## src/common/gba_io_settings.svh

```systemverilog
/*
 * I/O subsystem settings
 * Frame geometry, line divider width and timer count
 */
`ifndef GBA_IO_SETTINGS_SVH
`define GBA_IO_SETTINGS_SVH

// Scanlines per frame, last one is GBA_LINES-1
`define GBA_LINES 228

// Line at which vblank starts
`define GBA_VBLANK_LINE 160

// Cycles per line are 2**GBA_LINE_DIV_BITS, kept small for simulation
`define GBA_LINE_DIV_BITS 4

`define GBA_NUM_TIMERS 4

`endif

```

## src/common/gba_io_pkg.sv

```systemverilog
/*
 * I/O map package
 * Register indices and timer prescale choices
 */
`default_nettype none

package gba_io_pkg;

    typedef enum logic [4:0] {
        DISPSTAT = 5'd0,
        VCOUNT   = 5'd1,
        TM0CNT_L = 5'd2,
        TM1CNT_L = 5'd3,
        TM2CNT_L = 5'd4,
        TM3CNT_L = 5'd5,
        TM0CNT_H = 5'd6,
        TM1CNT_H = 5'd7,
        TM2CNT_H = 5'd8,
        TM3CNT_H = 5'd9,
        IE       = 5'd10,
        IF       = 5'd11,
        IME      = 5'd12,
        LED_REG0 = 5'd13,
        LED_REG1 = 5'd14,
        LED_REG2 = 5'd15,
        LED_REG3 = 5'd16
    } io_reg_e;

    // TMxCNT_H bits 1:0
    typedef enum logic [1:0] {
        DIV1    = 2'd0,
        DIV64   = 2'd1,
        DIV256  = 2'd2,
        DIV1024 = 2'd3
    } tm_prescale_e;

endpackage

`default_nettype wire

```

## src/common/gba_irq_pkg.sv

```systemverilog
/*
 * Interrupt package
 * IE and IF bit positions, processor modes
 */
`default_nettype none

package gba_irq_pkg;

    typedef enum logic [3:0] {
        IRQ_VBLANK = 4'd0,
        IRQ_VCOUNT = 4'd2,
        IRQ_TIMER0 = 4'd3,
        IRQ_TIMER1 = 4'd4,
        IRQ_TIMER2 = 4'd5,
        IRQ_TIMER3 = 4'd6
    } irq_src_e;

    // CPSR mode field encodings
    typedef enum logic [4:0] {
        USR = 5'b10000,
        FIQ = 5'b10001,
        IRQ = 5'b10010,
        SVC = 5'b10011,
        ABT = 5'b10111,
        UND = 5'b11011,
        SYS = 5'b11111
    } cpu_mode_e;

endpackage

`default_nettype wire

```

## src/common/io_bus_if.sv

```systemverilog
/*
 * I/O register bus
 * Single-cycle write strobe with combinational read data
 */
`timescale 1ns/1ps
`default_nettype none

interface io_bus_if;

    logic                 we;
    gba_io_pkg::io_reg_e  idx;
    logic [15:0]          wdata;
    logic [15:0]          rdata;

    modport host (
        output we, idx, wdata,
        input  rdata
    );

    modport regs (
        input  we, idx, wdata,
        output rdata
    );

endinterface

`default_nettype wire

```

## src/hw/video_count.sv

```systemverilog
/*
 * Scanline counter
 * Divides the clock into lines, counts lines per frame and
 * pulses vblank and vcount-match as the line changes
 */
`timescale 1ns/1ps
`default_nettype none
`include "gba_io_settings.svh"

module video_count (
    input  logic       gba_clk,
    input  logic       BTND,
    input  logic [7:0] vcount_cmp,
    output logic [7:0] vcount,
    output logic       vblank,
    output logic       vcount_match
);

    logic [`GBA_LINE_DIV_BITS-1:0] div;
    logic                          line_end;
    logic [7:0]                    next_line;

    assign line_end  = &div;
    assign next_line = (vcount == 8'(`GBA_LINES - 1)) ? 8'd0 : vcount + 8'd1;

    always_ff @(posedge gba_clk, posedge BTND) begin
        if (BTND) begin
            div          <= '0;
            vcount       <= '0;
            vblank       <= 1'b0;
            vcount_match <= 1'b0;
        end else begin
            div <= div + 1'b1;
            // Pulses line up with the new vcount value
            vblank       <= line_end && (next_line == 8'(`GBA_VBLANK_LINE));
            vcount_match <= line_end && (next_line == vcount_cmp);
            if (line_end) begin
                vcount <= next_line;
            end
        end
    end

endmodule

`default_nettype wire

```

## src/hw/timers/timer_bank.sv

```systemverilog
/*
 * Timer bank
 * Four 16-bit up counters with reload, shared prescaler,
 * cascade from the previous timer and overflow interrupt pulses
 */
`timescale 1ns/1ps
`default_nettype none
`include "gba_io_settings.svh"

module timer_bank (
    input  logic                       gba_clk,
    input  logic                       BTND,
    input  logic [15:0]                reload [`GBA_NUM_TIMERS],
    input  logic [15:0]                ctrl [`GBA_NUM_TIMERS],
    output logic [15:0]                count [`GBA_NUM_TIMERS],
    output logic [`GBA_NUM_TIMERS-1:0] overflow
);

    import gba_io_pkg::*;

    logic [9:0]                 presc;
    logic [`GBA_NUM_TIMERS-1:0] en_q;
    logic [`GBA_NUM_TIMERS-1:0] step;
    logic [`GBA_NUM_TIMERS-1:0] ovf;

    // ctrl bits: 1:0 prescale, 2 cascade, 6 irq enable, 7 enable
    always_comb begin
        logic pre_tick;
        logic carry;
        carry = 1'b0;
        for (int i = 0; i < `GBA_NUM_TIMERS; i++) begin
            case (tm_prescale_e'(ctrl[i][1:0]))
                DIV1:    pre_tick = 1'b1;
                DIV64:   pre_tick = &presc[5:0];
                DIV256:  pre_tick = &presc[7:0];
                DIV1024: pre_tick = &presc;
                default: pre_tick = 1'b0;
            endcase
            // Timer 0 has no predecessor to cascade from
            if (i > 0 && ctrl[i][2]) begin
                step[i] = carry;
            end else begin
                step[i] = pre_tick;
            end
            step[i] = step[i] && ctrl[i][7] && en_q[i];
            ovf[i]  = step[i] && (count[i] == 16'hFFFF);
            carry   = ovf[i];
        end
    end

    always_ff @(posedge gba_clk, posedge BTND) begin
        if (BTND) begin
            presc    <= '0;
            en_q     <= '0;
            overflow <= '0;
            for (int i = 0; i < `GBA_NUM_TIMERS; i++) begin
                count[i] <= '0;
            end
        end else begin
            presc <= presc + 10'd1;
            for (int i = 0; i < `GBA_NUM_TIMERS; i++) begin
                en_q[i]     <= ctrl[i][7];
                overflow[i] <= ovf[i] && ctrl[i][6];
                // Load on enable rise and on wrap
                if ((ctrl[i][7] && !en_q[i]) || ovf[i]) begin
                    count[i] <= reload[i];
                end else if (step[i]) begin
                    count[i] <= count[i] + 16'd1;
                end
            end
        end
    end

endmodule

`default_nettype wire

```

## src/hw/io_regs.sv

```systemverilog
/*
 * I/O register file
 * Holds DISPSTAT compare, timer, IE, IF, IME and LED registers,
 * captures event pulses into IF and drives the registered IRQ line
 */
`timescale 1ns/1ps
`default_nettype none
`include "gba_io_settings.svh"

module io_regs (
    input  logic                    gba_clk,
    input  logic                    BTND,
    io_bus_if.regs                  bus,
    input  gba_irq_pkg::cpu_mode_e  cpu_mode,
    input  logic [7:0]              vcount,
    input  logic                    vblank,
    input  logic                    vcount_match,
    input  logic [15:0]             tm_count [`GBA_NUM_TIMERS],
    input  logic [`GBA_NUM_TIMERS-1:0] tm_overflow,
    output logic [15:0]             tm_reload [`GBA_NUM_TIMERS],
    output logic [15:0]             tm_ctrl [`GBA_NUM_TIMERS],
    output logic [7:0]              vcount_cmp,
    output logic [15:0]             led_regs [4],
    output logic                    n_irq
);

    import gba_io_pkg::*;
    import gba_irq_pkg::*;

    logic [15:0] ie;
    logic [15:0] if_reg;
    logic        ime;
    logic [15:0] events;
    logic [15:0] if_ack;
    logic [1:0]  tm_sel;
    logic [1:0]  led_sel;
    logic        in_vblank;

    // Slot within the TMxCNT_L, TMxCNT_H and LED_REGx groups
    assign tm_sel  = (bus.idx >= TM0CNT_H) ? 2'(bus.idx - TM0CNT_H) : 2'(bus.idx - TM0CNT_L);
    assign led_sel = 2'(bus.idx - LED_REG0);

    assign in_vblank = (vcount >= 8'(`GBA_VBLANK_LINE));

    always_comb begin
        events = '0;
        events[IRQ_VBLANK] = vblank;
        events[IRQ_VCOUNT] = vcount_match;
        events[IRQ_TIMER0 +: `GBA_NUM_TIMERS] = tm_overflow;
        if_ack = (bus.we && bus.idx == IF) ? bus.wdata : 16'h0000;
    end

    always_ff @(posedge gba_clk, posedge BTND) begin
        if (BTND) begin
            vcount_cmp <= '0;
            ie         <= '0;
            if_reg     <= '0;
            ime        <= 1'b0;
            n_irq      <= 1'b1;
            for (int i = 0; i < `GBA_NUM_TIMERS; i++) begin
                tm_reload[i] <= '0;
                tm_ctrl[i]   <= '0;
            end
            for (int i = 0; i < 4; i++) begin
                led_regs[i] <= '0;
            end
        end else begin
            if (bus.we) begin
                case (bus.idx)
                    DISPSTAT: vcount_cmp <= bus.wdata[15:8];
                    TM0CNT_L, TM1CNT_L, TM2CNT_L, TM3CNT_L: tm_reload[tm_sel] <= bus.wdata;
                    TM0CNT_H, TM1CNT_H, TM2CNT_H, TM3CNT_H: tm_ctrl[tm_sel] <= bus.wdata;
                    IE:       ie <= bus.wdata;
                    IME:      ime <= bus.wdata[0];
                    LED_REG0, LED_REG1, LED_REG2, LED_REG3: led_regs[led_sel] <= bus.wdata;
                    default: ;
                endcase
            end
            // New events win over an acknowledge in the same cycle
            if_reg <= (if_reg & ~if_ack) | events;
            n_irq  <= !(ime && |(ie & if_reg) && cpu_mode != IRQ);
        end
    end

    always_comb begin
        case (bus.idx)
            DISPSTAT: bus.rdata = {vcount_cmp, 5'h00, vcount == vcount_cmp, 1'b0, in_vblank};
            VCOUNT:   bus.rdata = {8'h00, vcount};
            TM0CNT_L, TM1CNT_L, TM2CNT_L, TM3CNT_L: bus.rdata = tm_count[tm_sel];
            TM0CNT_H, TM1CNT_H, TM2CNT_H, TM3CNT_H: bus.rdata = tm_ctrl[tm_sel];
            IE:       bus.rdata = ie;
            IF:       bus.rdata = if_reg;
            IME:      bus.rdata = {15'h0000, ime};
            LED_REG0, LED_REG1, LED_REG2, LED_REG3: bus.rdata = led_regs[led_sel];
            default:  bus.rdata = 16'h0000;
        endcase
    end

endmodule

`default_nettype wire

```

## src/hw/led_debug.sv

```systemverilog
/*
 * LED debug mux
 * Shows a byte of the LED registers or the buttons on the board LEDs
 */
`timescale 1ns/1ps
`default_nettype none

module led_debug (
    input  logic [15:0] led_regs [4],
    input  logic [15:0] buttons,
    input  logic [7:0]  sw,
    output logic [7:0]  ld
);

    always_comb begin
        if (sw < 8'd8) begin
            // Register sw/2, odd values pick the high byte
            if (sw[0]) begin
                ld = led_regs[sw[2:1]][15:8];
            end else begin
                ld = led_regs[sw[2:1]][7:0];
            end
        end else if (sw[7]) begin
            ld = buttons[15:8];
        end else begin
            ld = buttons[7:0];
        end
    end

endmodule

`default_nettype wire

```

## src/hw/gba_io_top.sv

```systemverilog
/*
 * I/O and interrupt subsystem top
 * Event sources feed the register file, which raises n_irq
 */
`timescale 1ns/1ps
`default_nettype none
`include "gba_io_settings.svh"

module gba_io_top (
    input  logic                    gba_clk,
    input  logic                    BTND,
    input  logic                    bus_we,
    input  gba_io_pkg::io_reg_e     bus_idx,
    input  logic [15:0]             bus_wdata,
    output logic [15:0]             bus_rdata,
    input  gba_irq_pkg::cpu_mode_e  cpu_mode,
    input  logic [15:0]             buttons,
    input  logic [7:0]              sw,
    output logic [7:0]              ld,
    output logic [7:0]              vcount,
    output logic                    n_irq
);

    io_bus_if bus ();

    logic [15:0]                tm_reload [`GBA_NUM_TIMERS];
    logic [15:0]                tm_ctrl [`GBA_NUM_TIMERS];
    logic [15:0]                tm_count [`GBA_NUM_TIMERS];
    logic [`GBA_NUM_TIMERS-1:0] tm_overflow;
    logic [7:0]                 vcount_cmp;
    logic                       vblank;
    logic                       vcount_match;
    logic [15:0]                led_regs [4];

    assign bus.we    = bus_we;
    assign bus.idx   = bus_idx;
    assign bus.wdata = bus_wdata;
    assign bus_rdata = bus.rdata;

    video_count u_video_count (
        .gba_clk, .BTND, .vcount_cmp, .vcount, .vblank, .vcount_match
    );

    timer_bank u_timer_bank (
        .gba_clk, .BTND,
        .reload(tm_reload), .ctrl(tm_ctrl),
        .count(tm_count), .overflow(tm_overflow)
    );

    io_regs u_io_regs (
        .gba_clk, .BTND, .bus(bus.regs), .cpu_mode,
        .vcount, .vblank, .vcount_match,
        .tm_count, .tm_overflow, .tm_reload, .tm_ctrl,
        .vcount_cmp, .led_regs, .n_irq
    );

    led_debug u_led_debug (
        .led_regs, .buttons, .sw, .ld
    );

endmodule

`default_nettype wire

```

## config.mk

```make
export PLATFORM = sky130hd
export DESIGN_NAME = gba_io_top
export DESIGN_NICKNAME = d
export VERILOG_FILES = /design/src/common/gba_io_pkg.sv /design/src/common/gba_irq_pkg.sv /design/src/common/io_bus_if.sv /design/src/hw/video_count.sv /design/src/hw/timers/timer_bank.sv /design/src/hw/io_regs.sv /design/src/hw/led_debug.sv /design/src/hw/gba_io_top.sv
export VERILOG_INCLUDE_DIRS = /design/src /design/src/common
export SDC_FILE = /design/constraint.sdc
export NUM_CORES = 1
export LEC_CHECK = 0
export BUFFER_PORTS_ARGS = -buffer_cell sky130_fd_sc_hd__buf_2
export CAP_MARGIN = 20
export CORE_MARGIN = 5
export CORE_UTILIZATION = 55
export CTS_CLUSTER_DIAMETER = 50
export DETAILED_ROUTE_END_ITERATION = 8
export PLACE_DENSITY = 0.77
export SLEW_MARGIN = 10
export SYNTH_ARGS = -nofsm -noshare
export SYNTH_HDL_FRONTEND = slang
export SYNTH_SLANG_ARGS = --single-unit
```

## constraint.sdc

```tcl
create_clock -name gba_clk -period 16.1 [get_ports gba_clk]
set_input_delay 3.22 -clock gba_clk [delete_from_list [all_inputs] [get_ports gba_clk]]
set_output_delay 3.22 -clock gba_clk [all_outputs]
set_load 0.01 [all_outputs]
```

After elaboration in Yosys (flattened, before gate mapping)
Index checks and enable logic that the tools add are counted.

Bits in registers: 330. Latch bits: 0. Memory bits (writable): 0. ROM bits: 0. Input bits: 53. Output and inout bits: 33. Word-level logic and storage cells: 190. Memories kept: 0.

$add $sub $neg: 10. Multipliers: 0. Div/mod/pow operators: 0. $lt $le $gt $ge: 8. Equality and inequality tests: 37. Shift operators: 0. Multiplexer cells: 41. Bitwise logic cells: 7. Reduce and logical (&&, ||, !) cells: 59.

Operators with widths (count): two-way mux 16 bit (19); bitwise mux 64 bit (3); binary-select mux 16 bit (select 2 bit) (4); one-hot mux 16 bit (8 select lines) (1); adder 16 x 1 -> 16 bit (second input constant) (4); demux 16 bit (select 2 bit) (2); == test 16 bit (second input constant) (4); == test 5 x 4 -> 1 bit (second input constant) (8); AND 16 bit (2); two-way mux 8 bit (4); logical AND 1 bit (27); == test 5 x 3 -> 1 bit (second input constant) (4); == test 2 bit (second input constant) (8); == test 8 bit (2); == test 8 bit (second input constant) (2); NOT 16 bit (1); bitwise OR 16 x 7 -> 16 bit (1); one-hot mux 1 bit (4 select lines) (4); OR reduction 16 bit (1); AND reduction 2 bit (6); OR reduction 4 bit (3); adder 10 x 1 -> 10 bit (second input constant) (1); == test 5 x 2 -> 1 bit (second input constant) (2); AND reduction 10 bit (1); other kinds (24) (48).

Logic depth before layout (Yosys ltp)
Depth in word-level cells: 19. Mapped depth: 15. Depth with buffers taken out: 10.

Modules after synthesis
Synthesis repeated with hierarchy kept, for this count alone.

Cell total of the unflattened synthesis: 1520. Area total of the unflattened synthesis: 17837.1 um^2.

Modules (own cells, without submodules): io_regs (instances 1, cells an instance 714, area an instance 10980.5 um^2, sequential area each 5856.9 um^2); timer_bank (instances 1, cells an instance 620, area an instance 5208.7 um^2, sequential area each 2052.0 um^2); video_count (instances 1, cells an instance 101, area an instance 918.4 um^2, sequential area each 350.3 um^2); led_debug (instances 1, cells an instance 85, area an instance 729.4 um^2, sequential area each 0.0 um^2).

Least setup slack after synthesis
Ideal clock, no wire load.

Path type: input port to output port. Start: in bus_idx[0]. End: out bus_rdata[11]. Data arrival time: 6144 ps. Path slack: 6736 ps. Stages on the path: 12. Path through: clkbuf_1 -> buf_1 -> clkbuf_1 -> inv_1 -> ha_1 -> clkbuf_1 -> nor3_1 -> a2111oi_0 -> clkbuf_1 -> buf_1 -> a22oi_1 -> nand3_1.

Cells in the longest elaborated chain, start to end: 7.

RTL lines: start: declaration (line gba_io_top.sv:13) `input gba_io_pkg::io_reg_e bus_idx,`; >= comparator 5 x 3 -> 1 bit or subtractor 2 bit (tied branches) (line io_regs.sv:40) `assign tm_sel = (bus.idx >= TM0CNT_H) ? 2'(bus.idx - TM0CNT_H) : 2'(bus.idx - TM0CNT_L);`; two-way mux 2 bit (line io_regs.sv:40); NOT 2 -> 3 bit (implied by the code) (line io_regs.sv:89, io_regs.sv:90); binary-select mux 16 bit (select 2 bit) (on tied branches) (line io_regs.sv:90, io_regs.sv:89); two-way mux 16 bit (on tied branches) (2 in a row) (line io_regs.sv:90, io_regs.sv:89); one-hot mux 16 bit (8 select lines) * (line io_regs.sv:86) `case (bus.idx)`; end: declaration (line gba_io_top.sv:15) `output logic [15:0] bus_rdata,`.

Every way passes the cells marked *; elsewhere a longest branch is shown, timed or not. The select of a mux whose other input is x is not followed.

Final worst setup path
Start: in bus_idx[0]. End: out bus_rdata[7].

Same word-level chain as after synthesis.

==> results.txt <==
----------------------------------------------------
[Status]
  Outcome ... completed

[Power and ir drop]
  Highest ir drop seen on vdd ... 0.000103 V
  P per Cell Area ... 144 nW/um2
  Static power due to leakage ... 8.54 nW

[GRT]
  All-layer global routing usage ... approximately 29%
  Number of antenna violations at the first check in global routing ... 1
  Via count of the first global-routing pass ... 12600
  Overflow after GRT ... 0
  Maximum number of pins on one net before global-route repair ... 119
  Wire length of the first global-routing pass ... 75.8 mm

[Route]
  Antenna Violating Nets Remaining ... 0
  Number of remaining DRC errors ... 0
  Via density per instance ... 6.69
  Routed WL per cell ... 25.7 um
  Via count ... approximately 13000
  Drt initial violations ... roughly 1500
  Wire length after detailed routing ... 49.4 mm
  First-pass detailed-route iteration total ... 8

[Clock network]
  Number of instances resized during post-cts repair ... 0
  Clock insertion delay at the later pin of the skew report ... 0.54 ns
  Number of buffers created by CTS ... 39
  Hold-fix buffers at CTS ... 0
  Clock transition at the registers of the reported paths ... roughly 0.060 ns
  Root buffer selected by CTS ... clkbuf_16
  CTS tree ... yes
  Maximum count of clock buffers along a single path ... 3
  Number of clock sinks ... 330
  Number of H-tree branching levels ... 2
  Count of buffers added by post-CTS timing repair for setup ... 0

[Timing]
  Post-route minimum period ... 9.34 ns
  Post-Route Hold Slack ... roughly 0.46 ns
  Achievable Freq ... 107 MHz
  Worst clock skew on the final layout ... 0.0213 ns
  Unrepaired setup endpoints after global routing ... no
  Slew Viols, Final ... 0
  Worst relative slew slack ... 31.8%
  Fraction of the cycle the final worst path needs ... between 50% and 60%
  Final Hold Vio Count ... 0
  Total Neg Setup Slack ... 0 ns
  Worst-Margin Slew ... between 1 and 1.5 ns
  Number of failing setup endpoints in the final timing report ... 0

[Critical path]
  Cell-by-cell listing of the critical path ... buf_4, inv_1, ha_1, nor2_1, nor2_1, a21oi_1, nor2_1, buf_4, a221oi_1, nor2_1, o21ai_0, nand4_1, buf_2
  Reg2Reg Depth ... 9
  Required arrival time at the worst endpoint ... 12.88 ns
  Top Family by Delay on Critical Path ... buffers and inverters
  Cell repeated most along the worst path ... nor2_1
  Total stage count of the critical path ... 13
  Kind of start point of the critical path ... primary input
  Element type at the critical path end ... output port
  Slowest stage cell, crit path ... buf_4
  Worst-path maximum fanout ... 52
  Data arrival time of the critical path ... between 6 and 7 ns
  Slowest cell delay on critical path ... 0.68 ns
  Worst setup path category ... in2out
  Critical path buffer and inverter count ... 4

[Logic synthesis]
  Fraction of synthesized cell area taken by the top area cell type ... 48.2%
  Portion of the post-synthesis area used by sequential elements ... 48.4%
  Primary FF master, synth ... dfrtp_1
  Post-Synthesis Net Count ... 1531
  Syn Area/Cell ... around 12 um2
  Post-synthesis cell type count ... 70
  Number of enable-type register cells in the synthesized netlist ... 0
  Top cell type by total area after synthesis ... dfrtp_1
  Gate count of the mapped netlist ... 1463
  Share of synthesized registers carrying an async set or reset ... 100%
  Number of storage elements in the synthesis netlist ... 330
  Cell types with the largest area share after synthesis ... dfrtp_1 48%, mux2_2 15%, mux4_2 8.2%
  Synth warnings ... 0
  Cell area after technology mapping ... 17100 um2

[Final layout]
  Leading cell type in the layout, fill and taps excluded ... dfrtp_1
  Post-layout net count ... 1565
  Area growth from synthesis to final layout ... 11.6%
  Number of cells in the finished layout apart from fillers ... 1924
  Top library cells by usage in the layout, fill and taps aside ... 329 x dfrtp_1, 220 x mux2_2, 124 x nand2_1, 84 x buf_2, 69 x nor2_1
  Fraction of layout instances using a drive strength above 1 ... 30.4%

[Placed design]
  Global placer's final weighted congestion ... slightly below 1
  Dpl cells ... 1849
  Number of buffer cells added on primary ports ... 85
  Half-perimeter wire length after placement ... 33.6 mm

[Job]
  Max Cap Viol ... 0

[Hold path]
  HP Class ... reg2reg
  Hold Crit Depth ... 1

[Die]
  Standard cell core area ... a little over 30000 um2
  Total die area ... roughly 35000 um2
  Horizontal extent of the die ... 186 um
  Effective utilization at floorplan ... a little under three fifths
  Vert. Die Dim ... 186 um
  Standard-cell rows ... 64
  Number of primary I/O pins ... between 80 and 90

----------------------------------------------------
[layer usage]
| metal | share of wire (%) | GRT usage (%) |
|---|---|---|
| met1 | 40 | 40.8 |
| met4 | 4.3 | 11.2 |
| met5 | 0.016 | 0 |
| met3 | 10 | 7.33 |
| met2 | 45 | 43.1 |
[cell type report]
class                      count  area [um2]
sequential                   330        8260
antenna                        1        2.50
clock inverter                25         274
clock buffer                  46        1050
inverter                      33         131
multi-input combinational    997        8310
tap                          396         495
fill                        2335       11500
timing repair buffer          96         531
[through the flow]
stage          instance area, um2  utilization, %  setup WS, ns  total power (W)
6_report                    19100            62.3          6.76          0.00274
5_1_grt                     19100            62.3          6.43          0.00285
4_1_cts                     19000            62.1          6.73          0.00272
3_5_place_dp                17700            57.8          6.75          0.00182
3_3_place_gp                17700            57.8          6.75          0.00180
2_1_floorplan               17100               -          3.74          0.00159
[final timing paths]
path	start	to	slack [ns]
setup reg to reg	u_timer_bank.count[48]	u_timer_bank.count[47]	12.36
min in group asynchronous	BTND	u_io_regs.tm_reload[18]	2.83
max in group asynchronous	BTND	u_timer_bank.count[38]	11.02
hold reg to reg	u_timer_bank.overflow[2]	u_io_regs.if_reg[5]	0.46
setup / recovery	bus_idx[0]	bus_rdata[7]	6.76
hold / removal	u_timer_bank.overflow[2]	u_io_regs.if_reg[5]	0.46
[power by group]
| group | total (W) | switching [W] | leakage (nW) | internal [W] |
|---|---|---|---|---|
| clock | 0.000900 | 0.000361 | 0.651 | 0.000538 |
| sequential | 0.00128 | 0.000258 | 4.23 | 0.00102 |
| combinational | 0.000560 | 0.000273 | 3.65 | 0.000286 |
| total | 0.00274 | 0.000893 | 8.54 | 0.00184 |
[cells in the mapped netlist (all sizes together) (14+ instances only)]
library cell / count
nor2: 69
a222oi: 14
nand2: 124
nand3: 65
and3: 23
ha: 15
dfrtp: 329
a21boi: 14
xnor2: 15
xor2: 15
o21ai: 57
buf: 18
a22oi: 25
mux2i: 25
nor3: 22
clkbuf: 85
inv: 33
a21oi: 53
mux4: 62
mux2: 220
[cell families (layout without fill, tap and decap cells)]
kind of cell               count (synthesis)  count (layout)  synth area share, %
xor gates and xnor gates                  30              30                 1.54
other                                      0               1                    0
DFF                                      330             330                 48.4
adders and majority gates                 15              15                 1.10
muxes                                    307             307                 24.2
buffers and inverters                    136             200                 3.11
AOI/OAI and AO/OA                        274             274                 11.4
and+or+nand+nor                          371             371                 10.4
Power figures use the tool's default switching activity.
